**config.mk**
```make
export PLATFORM = sky130hd
export DESIGN_NAME = tcp_rx_top
export DESIGN_NICKNAME = d
export VERILOG_FILES = /design/src/logic/tcp_rx_pkg.sv /design/src/logic/tcp_rx_window_check.sv /design/src/logic/tcp_rx_sack_merge.sv /design/src/logic/tcp_rx_reassembly_buf.sv /design/src/logic/tcp_rx_top.sv
export VERILOG_INCLUDE_DIRS = /design/src /design/src/logic
export SDC_FILE = /design/constraint.sdc
export NUM_CORES = 2
export LEC_CHECK = 0
export BUFFER_PORTS_ARGS = -buffer_cell sky130_fd_sc_hd__buf_2
export CAP_MARGIN = 40
export CORE_ASPECT_RATIO = 0.8
export CORE_MARGIN = 5
export CORE_UTILIZATION = 40
export DETAILED_ROUTE_END_ITERATION = 10
export REMOVE_ABC_BUFFERS = 1
export SLEW_MARGIN = 20
export SYNTH_ARGS = -nofsm -noshare
export SYNTH_HDL_FRONTEND = slang
export SYNTH_SLANG_ARGS = --single-unit
```
**constraint.sdc**
```tcl
create_clock -name clk -period 16.7 [get_ports clk]
set_input_delay 1.67 -clock clk [delete_from_list [all_inputs] [get_ports clk]]
set_output_delay 1.67 -clock clk [all_outputs]
set_load 0.02 [all_outputs]
```
**src/logic/tcp_rx_consts.svh**
```systemverilog
/*
  sizing constants for the tcp receive engine
  the reassembly window equals the buffer size, 2**TCP_RX_BUF_AW bytes
  the sack block count is fixed; blocks beyond it are forgotten
*/

`ifndef TCP_RX_CONSTS_SVH
`define TCP_RX_CONSTS_SVH

////////////////////////////////////////////////////////////////////////////
// buffer and sequence sizing
////////////////////////////////////////////////////////////////////////////

// log2 of reassembly ram depth in bytes, also the receive window
`define TCP_RX_BUF_AW 8

// sack blocks held and reported, index 0 is the newest
`define TCP_RX_SACK_BLOCKS 4

// sequence and acknowledgement number width
`define TCP_RX_SEQ_W 32

`endif

```
**src/logic/tcp_rx_pkg.sv**
```systemverilog
/*
  shared types of the tcp receive engine
  sequence numbers wrap modulo 2**32, compare them through signed differences only
*/

`include "tcp_rx_consts.svh"

package tcp_rx_pkg;

  // sequence or acknowledgement number
  typedef logic [`TCP_RX_SEQ_W-1:0] tcp_num_t;

  // one sack block
  // left is the first byte seq, right is the seq after the last byte
  typedef struct packed {
    tcp_num_t left;
    tcp_num_t right;
  } sack_block_t;

  // sack merge fsm
  typedef enum logic [2:0] {
    st_idle,
    st_load,     // snapshot current sack list
    st_compare,  // overlap test of one old block against the new one
    st_join,     // widen new block or keep old block
    st_publish   // update loc_ack and sack outputs
  } merge_state_t;

endpackage

```
**src/logic/tcp_rx_window_check.sv**
```systemverilog
/*
  stage 1: port/ack filter and receive window check, evaluated on rx_sof
  header fields must be valid on the sof cycle; rx_len is at least 1
  seg_val pulses one cycle after sof, seg_store holds until the next sof
*/

`timescale 1ns/1ps
`include "tcp_rx_consts.svh"

module tcp_rx_window_check (
  input  logic                 clk,
  input  logic                 rst_n,
  input  logic                 rx_sof,
  input  tcp_rx_pkg::tcp_num_t rx_seq,
  input  logic [15:0]          rx_len,
  input  logic [15:0]          rx_src_port,
  input  logic [15:0]          rx_dst_port,
  input  logic [15:0]          loc_port,
  input  logic [15:0]          rem_port,
  input  logic                 rx_ack_flag,
  input  logic                 merge_busy,
  input  tcp_rx_pkg::tcp_num_t rd_ptr,
  output logic                 seg_val,
  output logic                 seg_store,
  output tcp_rx_pkg::tcp_num_t seg_left,
  output tcp_rx_pkg::tcp_num_t seg_right
);

  localparam tcp_rx_pkg::tcp_num_t win_bytes = 1 << `TCP_RX_BUF_AW;

  logic                 port_ok;
  logic                 seg_ok;
  tcp_rx_pkg::tcp_num_t right_seq;
  tcp_rx_pkg::tcp_num_t start_gap;
  tcp_rx_pkg::tcp_num_t stop_gap;

  // segment belongs to this connection
  assign port_ok = (rx_src_port == rem_port) && (rx_dst_port == loc_port);

  // a segment right behind the one being handed over counts as busy too
  assign seg_ok = rx_sof && port_ok && rx_ack_flag && !merge_busy && !seg_val;

  // seq after the last payload byte
  assign right_seq = rx_seq + tcp_rx_pkg::tcp_num_t'(rx_len);

  // both gaps must stay non-negative as signed values
  // start_gap: first byte not below the read pointer
  // stop_gap:  last byte still inside rd_ptr + buffer size
  assign start_gap = rx_seq - rd_ptr;
  assign stop_gap  = rd_ptr + win_bytes - right_seq;

  always_ff @(posedge clk or negedge rst_n) begin
    if (!rst_n) begin
      seg_val   <= 1'b0;
      seg_store <= 1'b0;
    end else begin
      seg_val <= seg_ok;
      // store flag held for the whole segment, buffer picks it up later
      if (rx_sof) begin
        seg_store <= seg_ok && !start_gap[31] && !stop_gap[31];
      end
    end
  end

  // borders only move for a segment that is handed over
  always_ff @(posedge clk) begin
    if (seg_ok) begin
      seg_left  <= rx_seq;
      seg_right <= right_seq;
    end
  end

endmodule

```
**src/logic/tcp_rx_sack_merge.sv**
```systemverilog
/*
  stage 2: sack list update and local ack tracking
  one segment at a time; segments offered while merge_busy are dropped upstream
  only four blocks are kept, on overflow the oldest block is lost
*/

`timescale 1ns/1ps
`include "tcp_rx_consts.svh"

module tcp_rx_sack_merge (
  input  logic                          clk,
  input  logic                          rst_n,
  input  logic                          init,
  input  tcp_rx_pkg::tcp_num_t          init_ack,
  input  logic                          seg_val,
  input  logic                          seg_store,
  input  tcp_rx_pkg::tcp_num_t          seg_left,
  input  tcp_rx_pkg::tcp_num_t          seg_right,
  output logic                          merge_busy,
  output tcp_rx_pkg::tcp_num_t          loc_ack,
  output tcp_rx_pkg::tcp_num_t          sack_left  [`TCP_RX_SACK_BLOCKS],
  output tcp_rx_pkg::tcp_num_t          sack_right [`TCP_RX_SACK_BLOCKS],
  output logic [`TCP_RX_SACK_BLOCKS-1:0] sack_pres
);

  localparam int nblk  = `TCP_RX_SACK_BLOCKS;
  localparam int idx_w = $clog2(nblk);

  tcp_rx_pkg::merge_state_t state;
  tcp_rx_pkg::sack_block_t  new_blk;          // incoming block, grows on joins
  tcp_rx_pkg::sack_block_t  cur_blk;          // old block under test
  tcp_rx_pkg::sack_block_t  work [nblk];      // snapshot of published list
  tcp_rx_pkg::sack_block_t  kept [nblk];      // old blocks not joined, in order
  tcp_rx_pkg::sack_block_t  pub  [nblk];      // published list
  logic [nblk-1:0]          work_pres;
  logic [nblk-1:0]          kept_pres;
  logic [idx_w:0]           kept_cnt;
  logic [idx_w-1:0]         idx;
  logic                     in_order;
  logic                     cat_ok;
  logic                     keep_new_left;
  logic                     keep_new_right;
  tcp_rx_pkg::tcp_num_t     start_dif;
  tcp_rx_pkg::tcp_num_t     stop_dif;
  tcp_rx_pkg::tcp_num_t     left_dif;
  tcp_rx_pkg::tcp_num_t     right_dif;

  ////////////////////////////////////////////////////////////////////////////
  // overlap test of work[idx] against the new block
  ////////////////////////////////////////////////////////////////////////////

  always_comb begin
    // old right not below new left, and new right not below old left
    // equal borders mean the blocks touch, which also joins them
    start_dif = work[idx].right - new_blk.left;
    stop_dif  = new_blk.right - work[idx].left;
    // sign bit set: new border lies outside the old block
    left_dif  = new_blk.left - work[idx].left;
    right_dif = work[idx].right - new_blk.right;
  end

  // published list to output ports
  always_comb begin
    for (int i = 0; i < nblk; i++) begin
      sack_left[i]  = pub[i].left;
      sack_right[i] = pub[i].right;
    end
  end

  ////////////////////////////////////////////////////////////////////////////
  // merge fsm
  ////////////////////////////////////////////////////////////////////////////

  always_ff @(posedge clk or negedge rst_n) begin
    if (!rst_n) begin
      state          <= tcp_rx_pkg::st_idle;
      merge_busy     <= 1'b0;
      loc_ack        <= '0;
      sack_pres      <= '0;
      pub            <= '{default: '0};
      work           <= '{default: '0};
      kept           <= '{default: '0};
      work_pres      <= '0;
      kept_pres      <= '0;
      kept_cnt       <= '0;
      idx            <= '0;
      new_blk        <= '0;
      cur_blk        <= '0;
      in_order       <= 1'b0;
      cat_ok         <= 1'b0;
      keep_new_left  <= 1'b0;
      keep_new_right <= 1'b0;
    end else if (init) begin
      // connection start, nothing received yet
      state      <= tcp_rx_pkg::st_idle;
      merge_busy <= 1'b0;
      loc_ack    <= init_ack;
      sack_pres  <= '0;
      pub        <= '{default: '0};
    end else begin
      case (state)
        tcp_rx_pkg::st_idle: begin
          if (seg_val && seg_store) begin
            new_blk    <= '{left: seg_left, right: seg_right};
            in_order   <= (seg_left == loc_ack);
            merge_busy <= 1'b1;
            state      <= tcp_rx_pkg::st_load;
          end
        end
        tcp_rx_pkg::st_load: begin
          work      <= pub;
          work_pres <= sack_pres;
          kept      <= '{default: '0};
          kept_pres <= '0;
          kept_cnt  <= '0;
          idx       <= '0;
          state     <= tcp_rx_pkg::st_compare;
        end
        tcp_rx_pkg::st_compare: begin
          cur_blk        <= work[idx];
          cat_ok         <= !start_dif[31] && !stop_dif[31];
          keep_new_left  <= left_dif[31];
          keep_new_right <= right_dif[31];
          if (work_pres[idx]) begin
            state <= tcp_rx_pkg::st_join;
          end else if (idx == idx_w'(nblk - 1)) begin
            // empty slot, skip straight on
            state <= tcp_rx_pkg::st_publish;
          end else begin
            idx <= idx + 1'b1;
          end
        end
        tcp_rx_pkg::st_join: begin
          if (cat_ok) begin
            // old block is absorbed and freed
            new_blk.left  <= keep_new_left  ? new_blk.left  : cur_blk.left;
            new_blk.right <= keep_new_right ? new_blk.right : cur_blk.right;
          end else begin
            kept[kept_cnt[idx_w-1:0]]      <= cur_blk;
            kept_pres[kept_cnt[idx_w-1:0]] <= 1'b1;
            kept_cnt                       <= kept_cnt + 1'b1;
          end
          if (idx == idx_w'(nblk - 1)) begin
            state <= tcp_rx_pkg::st_publish;
          end else begin
            idx   <= idx + 1'b1;
            state <= tcp_rx_pkg::st_compare;
          end
        end
        tcp_rx_pkg::st_publish: begin
          if (in_order) begin
            // hole filled, ack moves to the merged right border
            loc_ack   <= new_blk.right;
            pub       <= kept;
            sack_pres <= kept_pres;
          end else begin
            // newest block first, the last kept block falls off
            pub[0] <= new_blk;
            for (int i = 1; i < nblk; i++) begin
              pub[i] <= kept[i-1];
            end
            sack_pres <= {kept_pres[nblk-2:0], 1'b1};
          end
          merge_busy <= 1'b0;
          state      <= tcp_rx_pkg::st_idle;
        end
        default: begin
          state <= tcp_rx_pkg::st_idle;
        end
      endcase
    end
  end

endmodule

```
**src/logic/tcp_rx_reassembly_buf.sv**
```systemverilog
/*
  stage 3: reassembly ram, 2**TCP_RX_BUF_AW bytes addressed by seq modulo size
  incoming bytes are written 2 cycles after arrival; one byte out per cycle
  data_val follows each read pointer step by 2 cycles
*/

`timescale 1ns/1ps
`include "tcp_rx_consts.svh"

module tcp_rx_reassembly_buf (
  input  logic                 clk,
  input  logic                 rst_n,
  input  logic                 init,
  input  tcp_rx_pkg::tcp_num_t init_ack,
  input  logic                 rx_val,
  input  logic                 rx_sof,
  input  logic [7:0]           rx_dat,
  input  logic                 seg_store,
  input  tcp_rx_pkg::tcp_num_t seg_left,
  input  tcp_rx_pkg::tcp_num_t loc_ack,
  output tcp_rx_pkg::tcp_num_t rd_ptr,
  output logic                 data_val,
  output logic [7:0]           data_dat
);

  localparam int aw = `TCP_RX_BUF_AW;

  logic [7:0]    mem [2**aw];
  logic          d1_val;
  logic          d1_sof;
  logic [7:0]    d1_dat;
  logic          d2_val;
  logic [7:0]    d2_dat;
  logic [aw-1:0] wr_ptr;
  logic          wr_on;
  logic          rd_step;
  logic [7:0]    rd_q;

  ////////////////////////////////////////////////////////////////////////////
  // write side
  ////////////////////////////////////////////////////////////////////////////

  // 2 stage delay gives the window check time to classify the segment
  always_ff @(posedge clk or negedge rst_n) begin
    if (!rst_n) begin
      d1_val <= 1'b0;
      d1_sof <= 1'b0;
      d2_val <= 1'b0;
      wr_on  <= 1'b0;
    end else begin
      d1_val <= rx_val;
      d1_sof <= rx_sof && rx_val;
      d2_val <= d1_val;
      // store decision is valid while the first byte sits in stage 1
      if (d1_sof) begin
        wr_on <= seg_store;
      end
    end
  end

  always_ff @(posedge clk) begin
    d1_dat <= rx_dat;
    d2_dat <= d1_dat;
    // first byte lands at seg_left, the rest follow
    if (d1_sof) begin
      wr_ptr <= seg_left[aw-1:0];
    end else if (d2_val) begin
      wr_ptr <= wr_ptr + 1'b1;
    end
    if (d2_val && wr_on) begin
      mem[wr_ptr] <= d2_dat;
    end
    // read returns the old byte on a same-address write
    rd_q     <= mem[rd_ptr[aw-1:0]];
    data_dat <= rd_q;
  end

  ////////////////////////////////////////////////////////////////////////////
  // read side
  ////////////////////////////////////////////////////////////////////////////

  // walk up to loc_ack, every step releases the byte at rd_ptr
  always_ff @(posedge clk or negedge rst_n) begin
    if (!rst_n) begin
      rd_ptr   <= '0;
      rd_step  <= 1'b0;
      data_val <= 1'b0;
    end else begin
      data_val <= rd_step;
      if (init) begin
        rd_ptr  <= init_ack;
        rd_step <= 1'b0;
      end else begin
        rd_step <= (rd_ptr != loc_ack);
        if (rd_ptr != loc_ack) begin
          rd_ptr <= rd_ptr + 1'b1;
        end
      end
    end
  end

endmodule

```
**src/logic/tcp_rx_top.sv**
```systemverilog
/*
  tcp receive engine: window check, sack merge, reassembly buffer
  no back-pressure; rejected or busy-time segments are dropped silently
  accepted segments need at least 12 cycles between sof pulses
*/

`timescale 1ns/1ps
`include "tcp_rx_consts.svh"

module tcp_rx_top (
  input  logic                          clk,
  input  logic                          rst_n,
  // payload stream, sof on first byte
  input  logic                          rx_val,
  input  logic                          rx_sof,
  input  logic [7:0]                    rx_dat,
  // header fields, valid with sof
  input  tcp_rx_pkg::tcp_num_t          rx_seq,
  input  logic [15:0]                   rx_len,
  input  logic [15:0]                   rx_src_port,
  input  logic [15:0]                   rx_dst_port,
  input  logic                          rx_ack_flag,
  // connection
  input  logic [15:0]                   loc_port,
  input  logic [15:0]                   rem_port,
  input  logic                          init,
  input  tcp_rx_pkg::tcp_num_t          init_ack,
  // status and user stream
  output tcp_rx_pkg::tcp_num_t          loc_ack,
  output logic                          data_val,
  output logic [7:0]                    data_dat,
  output tcp_rx_pkg::tcp_num_t          sack_left  [`TCP_RX_SACK_BLOCKS],
  output tcp_rx_pkg::tcp_num_t          sack_right [`TCP_RX_SACK_BLOCKS],
  output logic [`TCP_RX_SACK_BLOCKS-1:0] sack_pres
);

  logic                 seg_val;
  logic                 seg_store;
  logic                 merge_busy;
  tcp_rx_pkg::tcp_num_t seg_left;
  tcp_rx_pkg::tcp_num_t seg_right;
  tcp_rx_pkg::tcp_num_t rd_ptr;

  tcp_rx_window_check u_window (
    .clk(clk), .rst_n(rst_n),
    .rx_sof(rx_sof), .rx_seq(rx_seq), .rx_len(rx_len),
    .rx_src_port(rx_src_port), .rx_dst_port(rx_dst_port),
    .loc_port(loc_port), .rem_port(rem_port),
    .rx_ack_flag(rx_ack_flag), .merge_busy(merge_busy), .rd_ptr(rd_ptr),
    .seg_val(seg_val), .seg_store(seg_store),
    .seg_left(seg_left), .seg_right(seg_right)
  );

  tcp_rx_sack_merge u_merge (
    .clk(clk), .rst_n(rst_n), .init(init), .init_ack(init_ack),
    .seg_val(seg_val), .seg_store(seg_store),
    .seg_left(seg_left), .seg_right(seg_right),
    .merge_busy(merge_busy), .loc_ack(loc_ack),
    .sack_left(sack_left), .sack_right(sack_right), .sack_pres(sack_pres)
  );

  tcp_rx_reassembly_buf u_buf (
    .clk(clk), .rst_n(rst_n), .init(init), .init_ack(init_ack),
    .rx_val(rx_val), .rx_sof(rx_sof), .rx_dat(rx_dat),
    .seg_store(seg_store), .seg_left(seg_left), .loc_ack(loc_ack),
    .rd_ptr(rd_ptr), .data_val(data_val), .data_dat(data_dat)
  );

endmodule

```
# [Yosys cells after proc, flatten, opt, wreduce, memory -nomap -nowiden]
# Memory sizes are Yosys's and may differ from the RTL's. A register that Yosys moved wholly into a read port is not among the register bits.
# Cells that the tools add are included.
[totals] inputBits=158 word_cells=182 ram_bits=2048 reg_bits=1089 latchBits=0 n_memories=1 romBits=0
[memory_table] name="u_buf.mem" depth=256 word_bits=8 rd=1 rd_clocked_by_memory_dff=1 wr=1 line="tcp_rx_reassembly_buf.sv:28" source="logic [7:0] mem [2**aw];"
[classes] div_mod_pow=0 addsub=12 n_lt_le_gt_ge=6 n_reduce_logical=38 mul=0 eq_ne=17 n_shift=0 bitwise_logic=4 muxes=49
[ops] op="$mux 256" count=4
[ops] op="$pmux 256 s2" count=1
[ops] op="$mux 64" count=5
[ops] op="$bwmux 256" count=1
[ops] op="$mux 32" count=7
[ops] op="$sub 32x32->32" count=6
[ops] op="$bmux 64 s2" count=1
[ops] op="$demux 64 s2" count=1
[ops] op="$pmux 64 s2" count=1
[ops] op="$add 32x1->32 const B" count=1
[ops] op="$add 32x16->32" count=1
[ops] op="$add 32x9->32 const B" count=1
[ops] op="$eq 16x16->1" count=2
[ops] op="$eq 32x32->1" count=1
[ops] op="$ne 32x32->1" count=1
[ops] op="$mux 3" count=6
[ops] op="$mux 4" count=4
[ops] op="$mux 8" count=2
[ops] op="$logic_and 1x1->1" count=13
[ops] op="$pmux 3 s4" count=1
[ops] op="$reduce_bool 2->1" count=6
[ops] op="$reduce_and 2->1" count=5
[ops] op="$reduce_and 5->1" count=2
[ops] op="$reduce_and 3->1" count=3
[ops] op="other kinds (29)" count=50

# [Longest topological paths before layout]
[logic_depth] ltp_word=8 mapped_depth=21

# [Cells and area by module]
# A second synthesis with hierarchy kept.
[unflattened] hier_cells=9009 hier_area_um2=132087.9
[modules_own_cells] mod="tcp_rx_reassembly_buf" n_inst=1 cells_each=4131 area_per_inst_um2=83039.6
[modules_own_cells] mod="tcp_rx_sack_merge" n_inst=1 cells_each=4386 area_per_inst_um2=43654.4
[modules_own_cells] mod="tcp_rx_window_check" n_inst=1 cells_each=492 area_per_inst_um2=5393.9

# [Least setup slack after synthesis]
# Ideal clock, no wire load.
[synth_timing] path_kind="input port to flip-flop" from="input port loc_port[8]" to="register u_window.seg_store" slack_ns=9.423 required_ns=16.610 t_arrival_ns=7.187 setup_time_ns=0.090 stages=5 path_buffers=0 path_cell_list="xor2_1 > nor4_1 > nand4_1 > nor3_1 > a32o_1"
[synth_via] elab_chain_len=8
[synth_lines] element="start: declaration" line="tcp_rx_top.sv:24" source="input logic [15:0] loc_port,"
[synth_lines] element="$eq 16x16->1" line="tcp_rx_window_check.sv:38" source="assign port_ok = (rx_src_port == rem_port) && (rx_dst_port == loc_port);"
[synth_lines] element="$logic_and 1x1->1" line="tcp_rx_window_check.sv:38"
[synth_lines] element="$logic_and 1x1->1 (4 in a row)" line="tcp_rx_window_check.sv:41" source="assign seg_ok = rx_sof && port_ok && rx_ack_flag && !merge_busy && !seg_val;"
[synth_lines] element="named net u_window.seg_ok" line="tcp_rx_window_check.sv:32" source="logic seg_ok;"
[synth_lines] element="$logic_and 1x1->1 (2 in a row)" line="tcp_rx_window_check.sv:60" source="seg_store <= seg_ok && !start_gap[31] && !stop_gap[31];"
[synth_lines] element="end signal: assignment" line="tcp_rx_window_check.sv:60"
[synth_lines] element="end: declaration" line="tcp_rx_window_check.sv:24" source="output logic seg_store,"
# The timed path passes the listed nets, and every way through them passes these cells.
# A chain may end at the register's enable or synchronous reset.

==> reports/metrics.csv <==
metric,value,unit
worst-setup-path-type,reg2reg,
layout-drive-gt1-share,20.4,%
cts.sinks,3144,
max_stage_delay,840,ps
maxSlewHeadroom,25.7,%
utilization,45.9,%
syn_area,131000,µm²
seq_area_frac_synth,67.9,%
core_area,327000,µm²
cp_slowest_cell,dfrtp_4,
synth_edf_count,2120,
setup_viol,0,
clk_latency,900,ps
wl,390,mm
critPathTopFamily,buffers and inverters,
die_y,522,µm
drt_drc_violations_left,0,
cts.reportedPaths.clkPinSlew,60,ps
cp_max_fo,55,
grt_first_pass_wirelength,560,mm
routabilityCongestion,0.959,
cts-root-buf,clkbuf_16,
dieArea,340000,µm²
first_iter_violations,9399,
p_leak,58.0,nW
crit_top_cell,buf_4,
cts_buffers,322,
cts_hold_buf,0,
vdd_drop_max,0.0952,mV
yosys.area_share.simple,7.41,%
post-route-period-util,35.6,%
report.final.slew_viol_count,0,
cts-resized-gates,0,
crit_required,17470,ps
worstMarginPinSlew,1120,ps
clockBufferDepth,4,
syn_avg_cell_area,15.2,µm²
fill_cells,28300,
ys_async_sr_fraction,31.6,%
clkPwrFrac,42.1,%
io_buffer_count,458,
cp_cell_sequence,buf_4 -> buf_4 -> buf_4 -> buf_4 -> mux4_2 -> mux4_2 -> a22o_1 -> a221oi_1 -> o22ai_1 -> or3_1,
max_cap_violations,0,
routed-via-count,78900,
syn-instance-count,8650,
synth_compound_area_share,4.74,%
synth_cell_types,66,
grt_max_degree,229,
synth_top_family_by_area,multiplexers,
fin_worst_skew,103,ps
final_cell_mix,"edfxtp_1 (2120), nand2_1 (1524), dfrtp_1 (986), mux4_2 (701), buf_2 (460)",
io_pins,459,
grt_overflow,0,
status,completed,
hpwl,262,mm
grt_pass1_vias,76100,
synthXorXnorAreaFrac,1.19,%
p_int,13.0,mW
post-cts-setup-buffer-count,0,
hold_violations,0,
synth.area.mux_share,14.3,%
antenna_left,0,
tns,0,ps
ys_ff_latch,3144,
worstSetupEndpointType,register,
start_util,40.1,%
fmaxAchievable,168,MHz
synth_warnings,0,
layout.nets,9551,
synth_top_flop_cell,edfxtp_1,
vias_per_cell,5.72,
grt_antenna_before_repair,30,
first_pass_iters,6,
p_sw,3.97,mW
syn_to_final_growth,14.5,%
switching_share,23.4,%
p_comb_share,8.2,%
avgRoutedWirePerCell,28.3,µm
period_needed,5940,ps
crit_buf_inv,4,
crit_arrival,6710,ps
track_usage,22.5,%
fp-row-count,188,
power_density,113,nW/µm²
min_path_type,reg2reg,
layout_commonest_cell,edfxtp_1,
die_w,650,µm
rsz0062_at_grt,false,
startpoint_type,register,
synthAdderAreaFrac,2.26,%
tritoncts,yes,
cts_htree_levels,5,
seqPwrFrac,49.7,%
-- power groups by stage --
stage          sequential (mW)  combinational (mW)  clock, mW
2_1_floorplan             8.74                1.16          0
4_1_cts                   8.47                1.39       7.27
5_1_grt                   8.46                1.48       7.61
3_3_place_gp              8.64                1.34          0
3_5_place_dp              8.63                1.38          0
6_report                  8.46                1.40       7.16
-- registers in the layout, summed over array words and instances, names as in the netlist, 2 cells and up --
register / count
u_window.seg_right: 32
u_merge.work: 256
u_merge.work_pres: 4
u_merge.cur_blk: 64
u_merge.kept_pres: 4
u_merge.state: 3
u_merge.new_blk: 64
u_buf.data_dat: 8
u_buf.wr_ptr: 8
u_buf.d2_dat: 8
u_window.seg_left: 32
u_buf.d1_dat: 8
u_merge.kept_cnt: 2
u_buf.rd_q: 8
u_buf.rd_ptr: 32
u_merge.kept: 256
u_merge.sack_right: 128
u_merge.loc_ack: 32
u_merge.sack_left: 128
u_merge.idx: 2
u_merge.sack_pres: 4
u_buf.mem: 2048
-- worst paths after layout --
kind,startpoint,slack [ps],endpoint,depth (start not counted)
worst max register to register,u_buf.rd_ptr[1],10760,u_buf.rd_q[0],10
worst min register to register,u_buf.d1_dat[6],330,u_buf.d2_dat[6],0
worst max-delay path,u_buf.rd_ptr[1],10760,u_buf.rd_q[0],10
worst min-delay path,u_buf.d1_dat[6],330,u_buf.d2_dat[6],0
min in group asynchronous,rst_n,700,u_merge.work[88],1
max in group asynchronous,rst_n,13390,u_window.seg_val,6
-- worst register-to-register path, stage by stage (launching register included) --
cell and delay (ps):
dfrtp_4 840, buf_4 720, buf_4 680, buf_4 740, buf_4 790, mux4_2 450
mux4_2 480, a22o_1 290, a221oi_1 340, o22ai_1 140, or3_1 380
-- synthesized netlist by cell type, types with 53 or more instances --
cell type  number  area [µm²]
a21oi_1       140         701
buf_1          79         297
buf_2          65         325
clkbuf_1      360        1350
dfrtp_1       992       24800
edfxtp_1     2120       63700
ha_1          235        2940
inv_1         162         608
mux2i_1       293        2930
mux4_2        701       15800
nand2_1      1529        5740
nand3_1       291        1460
nand4_1        53         332
nor2_1        400        1500
o21ai_0       410        2050
o31ai_1       267        2000
xnor2_1       123        1080
xor2_1         55         482
-- kinds of logic after synthesis --
kind of cell / after synthesis
xor+xnor: 178
mux: 996
compound gates: 1010
fa+ha+maj: 236
flops: 3144
buf+inv: 702
simple gates: 2384
-- cell type report --
type / instances / area [µm²] / area share [%]
diodes: 15 / 37.5 / 0.0250
clock buffers: 430 / 8870 / 5.90
clock inverters: 143 / 1460 / 0.971
inverters: 164 / 623 / 0.415
multi-input cells: 4804 / 39300 / 26.2
flip-flops and latches: 3144 / 89200 / 59.3
well taps: 4370 / 5470 / 3.64
repair buffers: 721 / 5360 / 3.57
-- metrics by stage --
step / cell area [µm²] / power (mW) / instances / hold slack, ps / setup WS (ps)
after CTS: 149000 / 17.1 / 13700 / 330 / 10710
after global routing: 150000 / 17.5 / 13800 / 333 / 10510
after global placement: 138000 / 9.97 / 13100 / 315 / 10020
after floorplan: 129000 / 9.90 / 8112 / 310 / -4790
final: 150000 / 17.0 / 13800 / 327 / 10760
after detailed placement: 139000 / 10.0 / 13100 / 317 / 10130
-- per-layer routing --
metal  vias up  track usage (%)  routed length [µm]
li1      33600                -                   -
met5         -                0                  56
met2      3549             33.4              173000
met3       643             4.71               35100
met4        10             7.63               15500
met1     41200             33.0              167000
No activity file was read; power rests on OpenSTA's default activity.
